[src/hw/rv32_pkg.sv]
// RV32 core shared types
`default_nettype none

package rv32_pkg;

  typedef logic [31:0] word_t;      // data and address word
  typedef logic [4:0]  reg_addr_t;  // register index, x0..x31

  // major opcodes of the supported subset
  typedef enum logic [6:0] {
    OP_IMM = 7'b0010011,  // register-immediate arithmetic
    OP     = 7'b0110011,  // register-register arithmetic
    LUI    = 7'b0110111,
    AUIPC  = 7'b0010111,
    JAL    = 7'b1101111,
    JALR   = 7'b1100111
  } opcode_t;

  // encoded as {funct7[5], funct3} where the ISA allows it
  typedef enum logic [3:0] {
    ALU_ADD  = 4'b0000,
    ALU_SUB  = 4'b1000,
    ALU_SLL  = 4'b0001,
    ALU_SLT  = 4'b0010,
    ALU_SLTU = 4'b0011,
    ALU_XOR  = 4'b0100,
    ALU_SRL  = 4'b0101,
    ALU_SRA  = 4'b1101,
    ALU_OR   = 4'b0110,
    ALU_AND  = 4'b0111
  } alu_op_t;

  typedef enum logic [1:0] {
    A_RS1  = 2'd0,  // register operand
    A_PC   = 2'd1,  // auipc
    A_ZERO = 2'd2   // lui passes the immediate through
  } alu_a_sel_t;

  typedef enum logic [1:0] {
    B_RS2   = 2'd0,
    B_IMM_I = 2'd1,
    B_IMM_U = 2'd2,
    B_SHAMT = 2'd3  // shift amount from instr[24:20]
  } alu_b_sel_t;

  typedef enum logic [1:0] {
    W_NPC = 2'd0,  // link value for jumps
    W_ALU = 2'd1
  } w_sel_t;

  localparam word_t RESET_PC    = 32'h0000_0000;
  localparam word_t INSTR_BYTES = 32'd4;

endpackage

`default_nettype wire

[src/hw/fetch_execute_if.sv]
// Fetch to execute link
`default_nettype none

interface fetch_execute_if;

  rv32_pkg::word_t pc;        // address of the word now in execute
  rv32_pkg::word_t npc;       // pc + 4, link value
  rv32_pkg::word_t instr;     // raw memory word
  logic            valid;     // word is on the executed path
  logic            redirect;  // jump executing this cycle
  rv32_pkg::word_t target;    // new fetch address

  modport fetch (
    output pc, npc, instr, valid,
    input  redirect, target
  );

  modport execute (
    input  pc, npc, instr, valid,
    output redirect, target
  );

endinterface

`default_nettype wire

[src/hw/fetch_stage.sv]
// Instruction fetch stage
`default_nettype none

module fetch_stage (
  input  logic            CLK,
  input  logic            rst_n,
  output rv32_pkg::word_t imem_addr,
  input  rv32_pkg::word_t imem_rdata,
  fetch_execute_if.fetch  fe
);

  rv32_pkg::word_t addr_q;   // address issued to memory this cycle
  rv32_pkg::word_t pc_q;     // address of the word arriving this cycle
  logic            valid_q;  // arriving word is on the right path

  // next address and the arriving-word flag
  always_ff @(posedge CLK) begin
    if (!rst_n) begin
      addr_q  <= rv32_pkg::RESET_PC;
      valid_q <= 1'b0;
    end else begin
      if (fe.redirect) begin
        addr_q <= fe.target;                    // jump wins over sequential
      end else begin
        addr_q <= addr_q + rv32_pkg::INSTR_BYTES;
      end
      valid_q <= !fe.redirect;                  // word issued beside a jump is dead
    end
  end

  // tracks the memory latency, one cycle behind addr_q
  always_ff @(posedge CLK) begin
    pc_q <= addr_q;
  end

  assign imem_addr = addr_q;
  assign fe.pc     = pc_q;
  assign fe.npc    = pc_q + rv32_pkg::INSTR_BYTES;
  assign fe.instr  = imem_rdata;                // memory word straight into execute
  assign fe.valid  = valid_q;

  // jump targets from execute must keep fetch on word boundaries
  a_addr_aligned : assert property (
    @(posedge CLK) disable iff (!rst_n)
    imem_addr[1:0] == 2'b00
  ) else $error("fetch address %h not word aligned", imem_addr);

endmodule

`default_nettype wire

[src/hw/control_unit.sv]
// RV32I instruction decoder
`default_nettype none

module control_unit (
  input  rv32_pkg::word_t      instr,
  output rv32_pkg::reg_addr_t  rs1,
  output rv32_pkg::reg_addr_t  rs2,
  output rv32_pkg::reg_addr_t  rd,
  output rv32_pkg::word_t      imm_i,
  output rv32_pkg::word_t      imm_u,
  output rv32_pkg::word_t      imm_j,
  output rv32_pkg::alu_op_t    alu_op,
  output rv32_pkg::alu_a_sel_t alu_a_sel,
  output rv32_pkg::alu_b_sel_t alu_b_sel,
  output rv32_pkg::w_sel_t     w_sel,
  output logic                 reg_write,
  output logic                 jump,
  output logic                 jump_reg
);

  rv32_pkg::opcode_t opcode;
  logic [2:0]        funct3;
  logic [6:0]        funct7;

  assign opcode = rv32_pkg::opcode_t'(instr[6:0]);
  assign funct3 = instr[14:12];
  assign funct7 = instr[31:25];

  assign rs1 = instr[19:15];
  assign rs2 = instr[24:20];
  assign rd  = instr[11:7];

  // immediates in position, upper bits zero, execute extends them
  assign imm_i = {20'b0, instr[31:20]};
  assign imm_u = {instr[31:12], 12'b0};
  assign imm_j = {11'b0, instr[31], instr[19:12], instr[20], instr[30:21], 1'b0};

  always_comb begin
    alu_op    = rv32_pkg::ALU_ADD;  // defaults give a no-op
    alu_a_sel = rv32_pkg::A_RS1;
    alu_b_sel = rv32_pkg::B_RS2;
    w_sel     = rv32_pkg::W_ALU;
    reg_write = 1'b0;
    jump      = 1'b0;
    jump_reg  = 1'b0;
    case (opcode)
      rv32_pkg::OP_IMM: begin
        reg_write = 1'b1;
        alu_b_sel = rv32_pkg::B_IMM_I;
        case (funct3)
          3'b000: alu_op = rv32_pkg::ALU_ADD;
          3'b010: alu_op = rv32_pkg::ALU_SLT;
          3'b011: alu_op = rv32_pkg::ALU_SLTU;
          3'b100: alu_op = rv32_pkg::ALU_XOR;
          3'b110: alu_op = rv32_pkg::ALU_OR;
          3'b111: alu_op = rv32_pkg::ALU_AND;
          3'b001: begin
            alu_op    = rv32_pkg::ALU_SLL;
            alu_b_sel = rv32_pkg::B_SHAMT;
            reg_write = (funct7 == 7'b0000000);  // other funct7 is reserved
          end
          default: begin                         // 3'b101, srli / srai
            alu_op    = funct7[5] ? rv32_pkg::ALU_SRA : rv32_pkg::ALU_SRL;
            alu_b_sel = rv32_pkg::B_SHAMT;
            reg_write = (funct7 == 7'b0000000) || (funct7 == 7'b0100000);
          end
        endcase
      end
      rv32_pkg::OP: begin
        reg_write = 1'b1;
        if (funct7 == 7'b0000000) begin
          alu_op = rv32_pkg::alu_op_t'({1'b0, funct3});  // funct3 maps directly
        end else if (funct7 == 7'b0100000 && funct3 == 3'b000) begin
          alu_op = rv32_pkg::ALU_SUB;
        end else if (funct7 == 7'b0100000 && funct3 == 3'b101) begin
          alu_op = rv32_pkg::ALU_SRA;
        end else begin
          reg_write = 1'b0;                              // unsupported, no write
        end
      end
      rv32_pkg::LUI: begin
        reg_write = 1'b1;
        alu_a_sel = rv32_pkg::A_ZERO;  // 0 + imm_u
        alu_b_sel = rv32_pkg::B_IMM_U;
      end
      rv32_pkg::AUIPC: begin
        reg_write = 1'b1;
        alu_a_sel = rv32_pkg::A_PC;
        alu_b_sel = rv32_pkg::B_IMM_U;
      end
      rv32_pkg::JAL: begin
        reg_write = 1'b1;
        jump      = 1'b1;
        w_sel     = rv32_pkg::W_NPC;   // rd gets the link value
      end
      rv32_pkg::JALR: begin
        reg_write = (funct3 == 3'b000);
        jump      = (funct3 == 3'b000);
        jump_reg  = 1'b1;
        w_sel     = rv32_pkg::W_NPC;
      end
      default: ;                       // everything else retires as a no-op
    endcase
  end

endmodule

`default_nettype wire

[src/hw/alu.sv]
// RV32I integer ALU
`default_nettype none

module alu (
  input  rv32_pkg::word_t   port_a,
  input  rv32_pkg::word_t   port_b,
  input  rv32_pkg::alu_op_t alu_op,
  output rv32_pkg::word_t   port_out
);

  logic [4:0] shamt;  // shifts only look at the low five bits

  assign shamt = port_b[4:0];

  always_comb begin
    case (alu_op)
      rv32_pkg::ALU_ADD:  port_out = port_a + port_b;
      rv32_pkg::ALU_SUB:  port_out = port_a - port_b;
      rv32_pkg::ALU_SLL:  port_out = port_a << shamt;
      rv32_pkg::ALU_SLT:  port_out = {31'b0, $signed(port_a) < $signed(port_b)};
      rv32_pkg::ALU_SLTU: port_out = {31'b0, port_a < port_b};
      rv32_pkg::ALU_XOR:  port_out = port_a ^ port_b;
      rv32_pkg::ALU_SRL:  port_out = port_a >> shamt;
      rv32_pkg::ALU_SRA:  port_out = $unsigned($signed(port_a) >>> shamt);  // sign fill
      rv32_pkg::ALU_OR:   port_out = port_a | port_b;
      rv32_pkg::ALU_AND:  port_out = port_a & port_b;
      default:            port_out = '0;  // unused encodings
    endcase
  end

endmodule

`default_nettype wire

[src/hw/reg_file.sv]
// Integer register file
`default_nettype none

module reg_file (
  input  logic                CLK,
  input  logic                rst_n,
  input  rv32_pkg::reg_addr_t rs1,
  input  rv32_pkg::reg_addr_t rs2,
  output rv32_pkg::word_t     rs1_data,
  output rv32_pkg::word_t     rs2_data,
  input  logic                wen,
  input  rv32_pkg::reg_addr_t waddr,
  input  rv32_pkg::word_t     w_data
);

  rv32_pkg::word_t regs [1:31];  // x0 has no storage

  always_ff @(posedge CLK) begin
    if (!rst_n) begin
      for (int i = 1; i < 32; i++) begin
        regs[i] <= '0;
      end
    end else if (wen && waddr != '0) begin
      regs[waddr] <= w_data;
    end
  end

  // combinational reads, x0 always zero
  assign rs1_data = (rs1 == '0) ? '0 : regs[rs1];
  assign rs2_data = (rs2 == '0) ? '0 : regs[rs2];

  // execute filters rd == 0 before it gets here
  a_no_x0_write : assert property (
    @(posedge CLK) disable iff (!rst_n)
    wen |-> waddr != '0
  ) else $error("write enable raised for x0");

endmodule

`default_nettype wire

[src/hw/execute_stage.sv]
// Decode and execute stage
`default_nettype none

module execute_stage (
  input  logic                CLK,
  input  logic                rst_n,
  fetch_execute_if.execute    fe,
  output logic                retire_valid,
  output rv32_pkg::word_t     retire_pc,
  output logic                rf_wen,
  output rv32_pkg::reg_addr_t rf_waddr,
  output rv32_pkg::word_t     rf_wdata
);

  rv32_pkg::reg_addr_t  rs1, rs2, rd;
  rv32_pkg::word_t      imm_i, imm_u, imm_j;
  rv32_pkg::alu_op_t    alu_op;
  rv32_pkg::alu_a_sel_t alu_a_sel;
  rv32_pkg::alu_b_sel_t alu_b_sel;
  rv32_pkg::w_sel_t     w_sel;
  logic                 reg_write, jump, jump_reg;
  rv32_pkg::word_t      rs1_data, rs2_data;
  rv32_pkg::word_t      imm_i_ext, imm_j_ext, shamt_ext;
  rv32_pkg::word_t      port_a, port_b, alu_out;

  control_unit cu_i (
    .instr(fe.instr), .rs1(rs1), .rs2(rs2), .rd(rd),
    .imm_i(imm_i), .imm_u(imm_u), .imm_j(imm_j),
    .alu_op(alu_op), .alu_a_sel(alu_a_sel), .alu_b_sel(alu_b_sel), .w_sel(w_sel),
    .reg_write(reg_write), .jump(jump), .jump_reg(jump_reg)
  );

  reg_file rf_i (
    .CLK(CLK), .rst_n(rst_n), .rs1(rs1), .rs2(rs2),
    .rs1_data(rs1_data), .rs2_data(rs2_data),
    .wen(rf_wen), .waddr(rd), .w_data(rf_wdata)
  );

  alu alu_i (.port_a(port_a), .port_b(port_b), .alu_op(alu_op), .port_out(alu_out));

  assign imm_i_ext = {{20{imm_i[11]}}, imm_i[11:0]};  // 12-bit signed
  assign imm_j_ext = {{11{imm_j[20]}}, imm_j[20:0]};  // 21-bit signed, bit 0 zero
  assign shamt_ext = {27'b0, imm_i[4:0]};

  always_comb begin
    case (alu_a_sel)
      rv32_pkg::A_RS1: port_a = rs1_data;
      rv32_pkg::A_PC:  port_a = fe.pc;
      default:         port_a = '0;  // lui
    endcase
    case (alu_b_sel)
      rv32_pkg::B_RS2:   port_b = rs2_data;
      rv32_pkg::B_IMM_I: port_b = imm_i_ext;
      rv32_pkg::B_IMM_U: port_b = imm_u;  // already in the upper 20 bits
      default:           port_b = shamt_ext;
    endcase
  end

  assign rf_wdata = (w_sel == rv32_pkg::W_NPC) ? fe.npc : alu_out;
  assign rf_wen   = fe.valid && reg_write && (rd != '0);  // x0 writes dropped
  assign rf_waddr = rd;

  // jalr clears bit 0 of the sum
  assign fe.target   = jump_reg ? ((rs1_data + imm_i_ext) & ~32'd1) : (fe.pc + imm_j_ext);
  assign fe.redirect = fe.valid && jump;

  assign retire_valid = fe.valid;
  assign retire_pc    = fe.pc;

  // a jump only comes from a live word, and the next word is always squashed
  a_redirect_bubble : assert property (
    @(posedge CLK) disable iff (!rst_n)
    fe.redirect |-> fe.valid ##1 !fe.valid
  ) else $error("redirect without valid, or wrong-path word not squashed");

endmodule

`default_nettype wire

[src/hw/rv32_core2.sv]
// Two-stage RV32I core
`default_nettype none

module rv32_core2 (
  input  logic                CLK,
  input  logic                rst_n,
  output rv32_pkg::word_t     imem_addr,
  input  rv32_pkg::word_t     imem_rdata,
  output logic                retire_valid,
  output rv32_pkg::word_t     retire_pc,
  output logic                rf_wen,
  output rv32_pkg::reg_addr_t rf_waddr,
  output rv32_pkg::word_t     rf_wdata
);

  fetch_execute_if fe_if ();  // pc/instr forward, redirect back

  fetch_stage fetch_i (
    .CLK(CLK),
    .rst_n(rst_n),
    .imem_addr(imem_addr),
    .imem_rdata(imem_rdata),
    .fe(fe_if.fetch)
  );

  execute_stage exec_i (
    .CLK(CLK),
    .rst_n(rst_n),
    .fe(fe_if.execute),
    .retire_valid(retire_valid),
    .retire_pc(retire_pc),
    .rf_wen(rf_wen),
    .rf_waddr(rf_waddr),
    .rf_wdata(rf_wdata)
  );

endmodule

`default_nettype wire

[config.mk]
export PLATFORM = sky130hd
export DESIGN_NAME = rv32_core2
export DESIGN_NICKNAME = d
export VERILOG_FILES = /design/src/hw/rv32_pkg.sv /design/src/hw/fetch_execute_if.sv /design/src/hw/fetch_stage.sv /design/src/hw/control_unit.sv /design/src/hw/alu.sv /design/src/hw/reg_file.sv /design/src/hw/execute_stage.sv /design/src/hw/rv32_core2.sv
export SDC_FILE = /design/constraint.sdc
export NUM_CORES = 2
export LEC_CHECK = 0
export ABC_CLOCK_PERIOD_IN_PS = 10200
export BUFFER_PORTS_ARGS = -buffer_cell sky130_fd_sc_hd__buf_4
export CORE_ASPECT_RATIO = 1.75
export CORE_MARGIN = 2
export CORE_UTILIZATION = 50
export DETAILED_ROUTE_END_ITERATION = 8
export GPL_TIMING_DRIVEN = 0
export PLACE_DENSITY = 0.64
export SYNTH_ARGS = -nofsm -noshare
export SYNTH_HDL_FRONTEND = slang
export SYNTH_HIERARCHICAL = 1
export SYNTH_SLANG_ARGS = --single-unit
[constraint.sdc]
create_clock -name CLK -period 10.2 [get_ports CLK]
set_input_delay 0 -clock CLK [delete_from_list [all_inputs] [get_ports CLK]]
set_output_delay 0 -clock CLK [all_outputs]
set_load 0.01 [all_outputs]
==> flow_metrics.py <==
metrics = {
    "status": {
        "status": "finished, violations left",
        "violations": "capacitance limit, slew limit, setup timing",
    },
    "floorplan": {
        "rows": 184,
        "dieWidth_um": 291,
        "die_area_um2": 148000,
        "start_util_pct": 50.3,
        "core_um2": 144000,
        "io_pins": 137,
        "die_y_um": 507,
    },
    "routing": {
        "ant_nets": 0,
        "drtIter0Drc": 7421,
        "dr.pass1.iters": 7,
        "drcViolationCount": 0,
        "wirelength_mm": 347,
        "avgRoutedWirePerCell_um": 42.0,
        "vias": 58800,
        "via_per_inst": 7.12,
    },
    "place": {
        "placed_cell_area_um2": 76700,
        "port_buffers": 104,
        "gp_congestion": 1.08,
        "place_hpwl_mm": 265,
        "dp_cells": 8045,
        "place_ws_ns": -1.19,
    },
    "cts": {
        "cts_buffer_depth": 3,
        "cts.sinks": 1089,
        "cts_root_buf": "clkbuf_16",
        "htree_levels": 3,
        "clk_latency_ns": 0.78,
        "cts_buffers": 102,
        "cts_tree": "done",
        "path_clk_slew_ns": 0.07,
    },
    "synthesis": {
        "yosysWarnings": 6,
        "synthCells": 5993,
        "netlist_area_um2": 72200,
        "avgSynthCellArea_um2": 12.1,
    },
    "sta": {
        "slew_violations": 100,
        "setup_viol": 22,
        "finalCritPeriodShare_pct": 103,
        "setup_slack_ns": -0.295,
        "hold_viol": 0,
        "fin_skew_ns": 0.0782,
        "worst_pin_slew_ns": 1.67,
        "slew_headroom_pct": -11.6,
        "post-route-min-period_ns": 10.50,
        "rsz0062_at_grt": "no",
        "fmax_mhz": 95.3,
    },
    "finish": {
        "design_area_um2": 80300,
        "syn_to_final_growth_pct": 11.1,
        "final_nets": 6494,
        "fin_cells": 8263,
        "drive_gt1_share_pct": 20.2,
        "postLayoutCoreUtil_pct": 55.9,
    },
    "power": {
        "pwr_density_cell_nw_per_um2": 166,
        "p_leak_nw": 29.6,
        "p_total_mw": 13.3,
        "ir_drop_v": 0.000167,
    },
    "run": {
        "cap_violations": 12,
    },
    "worst_setup_path": {
        "required_ns": 10.20,
        "path_class": "in2out",
        "r2r_setup_slack_ns": 0.99,
        "rr_startpoint": "exec_i/rf_i/regs[18][19]",
        "start_kind": "input port",
        "crit_arrival_ns": 10.50,
        "r2r_cells": 20,
        "critPathMaxFanout": 10,
        "timing.rr.end": "exec_i/rf_i/regs[7][28]",
        "end_kind": "output pin",
    },
    "min_path": {
        "worstHoldPathType": "in2reg",
        "whs_endpoint": "fetch_i/imem_addr[1]",
        "hold_path.startpoint": "imem_rdata[21]",
        "holdPathStages": 6,
    },
    "global_routing": {
        "grt_pass1_wl_mm": 472,
        "grt_overflow": 0,
        "antenna_found_initial": 38,
        "grt_start_max_net_pins": 23,
        "grt_pass1_vias": 58200,
        "grt_use_total_pct": 46.9,
    },
}
-- layout by cell type (no fill, tap or decap), drive strengths merged, types with 20 or more instances in the layout --
cell,count
edfxtp,1024
clkbuf,516
o31ai,21
o221ai,20
or3,22
ha,160
inv,122
clkinv,48
a21o,55
a21oi,213
a22o,53
nor2,293
nand4,38
nand3,65
nand2,183
mux2i,253
nor2b,46
nor4,29
conb,46
o211ai,21
nor3,103
a2111oi,64
diode,20
a31oi,25
o22ai,115
and2,1011
dfxtp,65
a22oi,26
a211oi,61
mux2,75
nand2b,22
o21ai,220
buf,447
and3,27
xor2,36
mux4,523
xnor2,82
-- metal layers --
layer	vias to the layer above	GRT usage, %	part of all wire, %
met3	1780	14.2	10
li1	23300	-	-
met5	-	0.0650	0.035
met4	20	50.1	13
met1	29000	45.8	29
met2	4683	76.0	47
-- timing repair --
action / 4_1_cts / 5_1_grt
resized for setup: 5 / 5
cloned: 0 / 0
endpoints found under the setup margin: 231 / 323
pin swaps: 1 / 1
hold endpoints to repair: 42 / 0
buffers inserted: 3 / 1
hold buffers: 2 / 0
-- worst max-delay path by stage --
stage                              start                        to  slack (ns)  cells past startpoint
final                     imem_rdata[15]              rf_wdata[28]       -0.30                     24
after global routing      imem_rdata[20]              rf_wdata[28]        0.25                     27
after CTS                 imem_rdata[21]              rf_wdata[28]        0.01                     26
after detailed placement  imem_rdata[22]  exec_i/rf_i/regs[18][27]       -1.19                     28
after global placement    imem_rdata[21]  exec_i/rf_i/regs[20][27]       -1.45                     28
after floorplan            imem_rdata[3]  exec_i/rf_i/regs[10][24]        3.68                     26
-- flip-flops by register name, indices dropped and copies added (netlist names) --
register / flops
fetch_i/fe.pc: 32
exec_i/rf_i/regs: 1024
fetch_i/imem_addr: 32
fetch_i/fe.valid: 1
-- final cells by class --
cell class / instances / area [um^2]
fillers: 12200 / 63400
inverters: 118 / 443
diodes: 20 / 50.0
clock inverters: 66 / 689
well taps: 1860 / 2330
repair buffers: 159 / 1670
plain buffers: 682 / 3550
flip-flops and latches: 1089 / 32100
multi-input cells: 4144 / 36800
clock buffers: 125 / 2680
-- critical path, cell delays in order --
cell      delay, ns
buf_4          0.18
buf_4          0.14
buf_2          0.19
buf_2          0.33
buf_2          0.37
nand3_1        0.81
clkbuf_1       0.85
o22ai_1        0.16
nor3_1         1.04
mux2i_1        0.16
nor2_1         0.95
inv_1          0.28
ha_1           0.37
clkbuf_1       0.39
nand2_1        0.30
nor4_1         0.73
o211ai_1       0.18
buf_4          0.22
a31oi_1        0.52
a31oi_1        0.39
o311a_1        0.41
o211ai_1       0.72
mux2_2         0.51
buf_4          0.19
-- report_power, final --
part / internal, mW / switching [mW]
Clock: 2.12 / 1.83
Combinational: 1.30 / 2.89
Sequential: 5.07 / 0.112
-- through the flow --
step                      hold slack, ns  TNS, ns
after floorplan                    0.147        0
after global placement             0.363  -611.68
after detailed placement           0.365  -402.94
after CTS                         0.0668        0
after global routing               0.116        0
final                             0.0999   -0.874
Power figures use the tool's default switching activity.
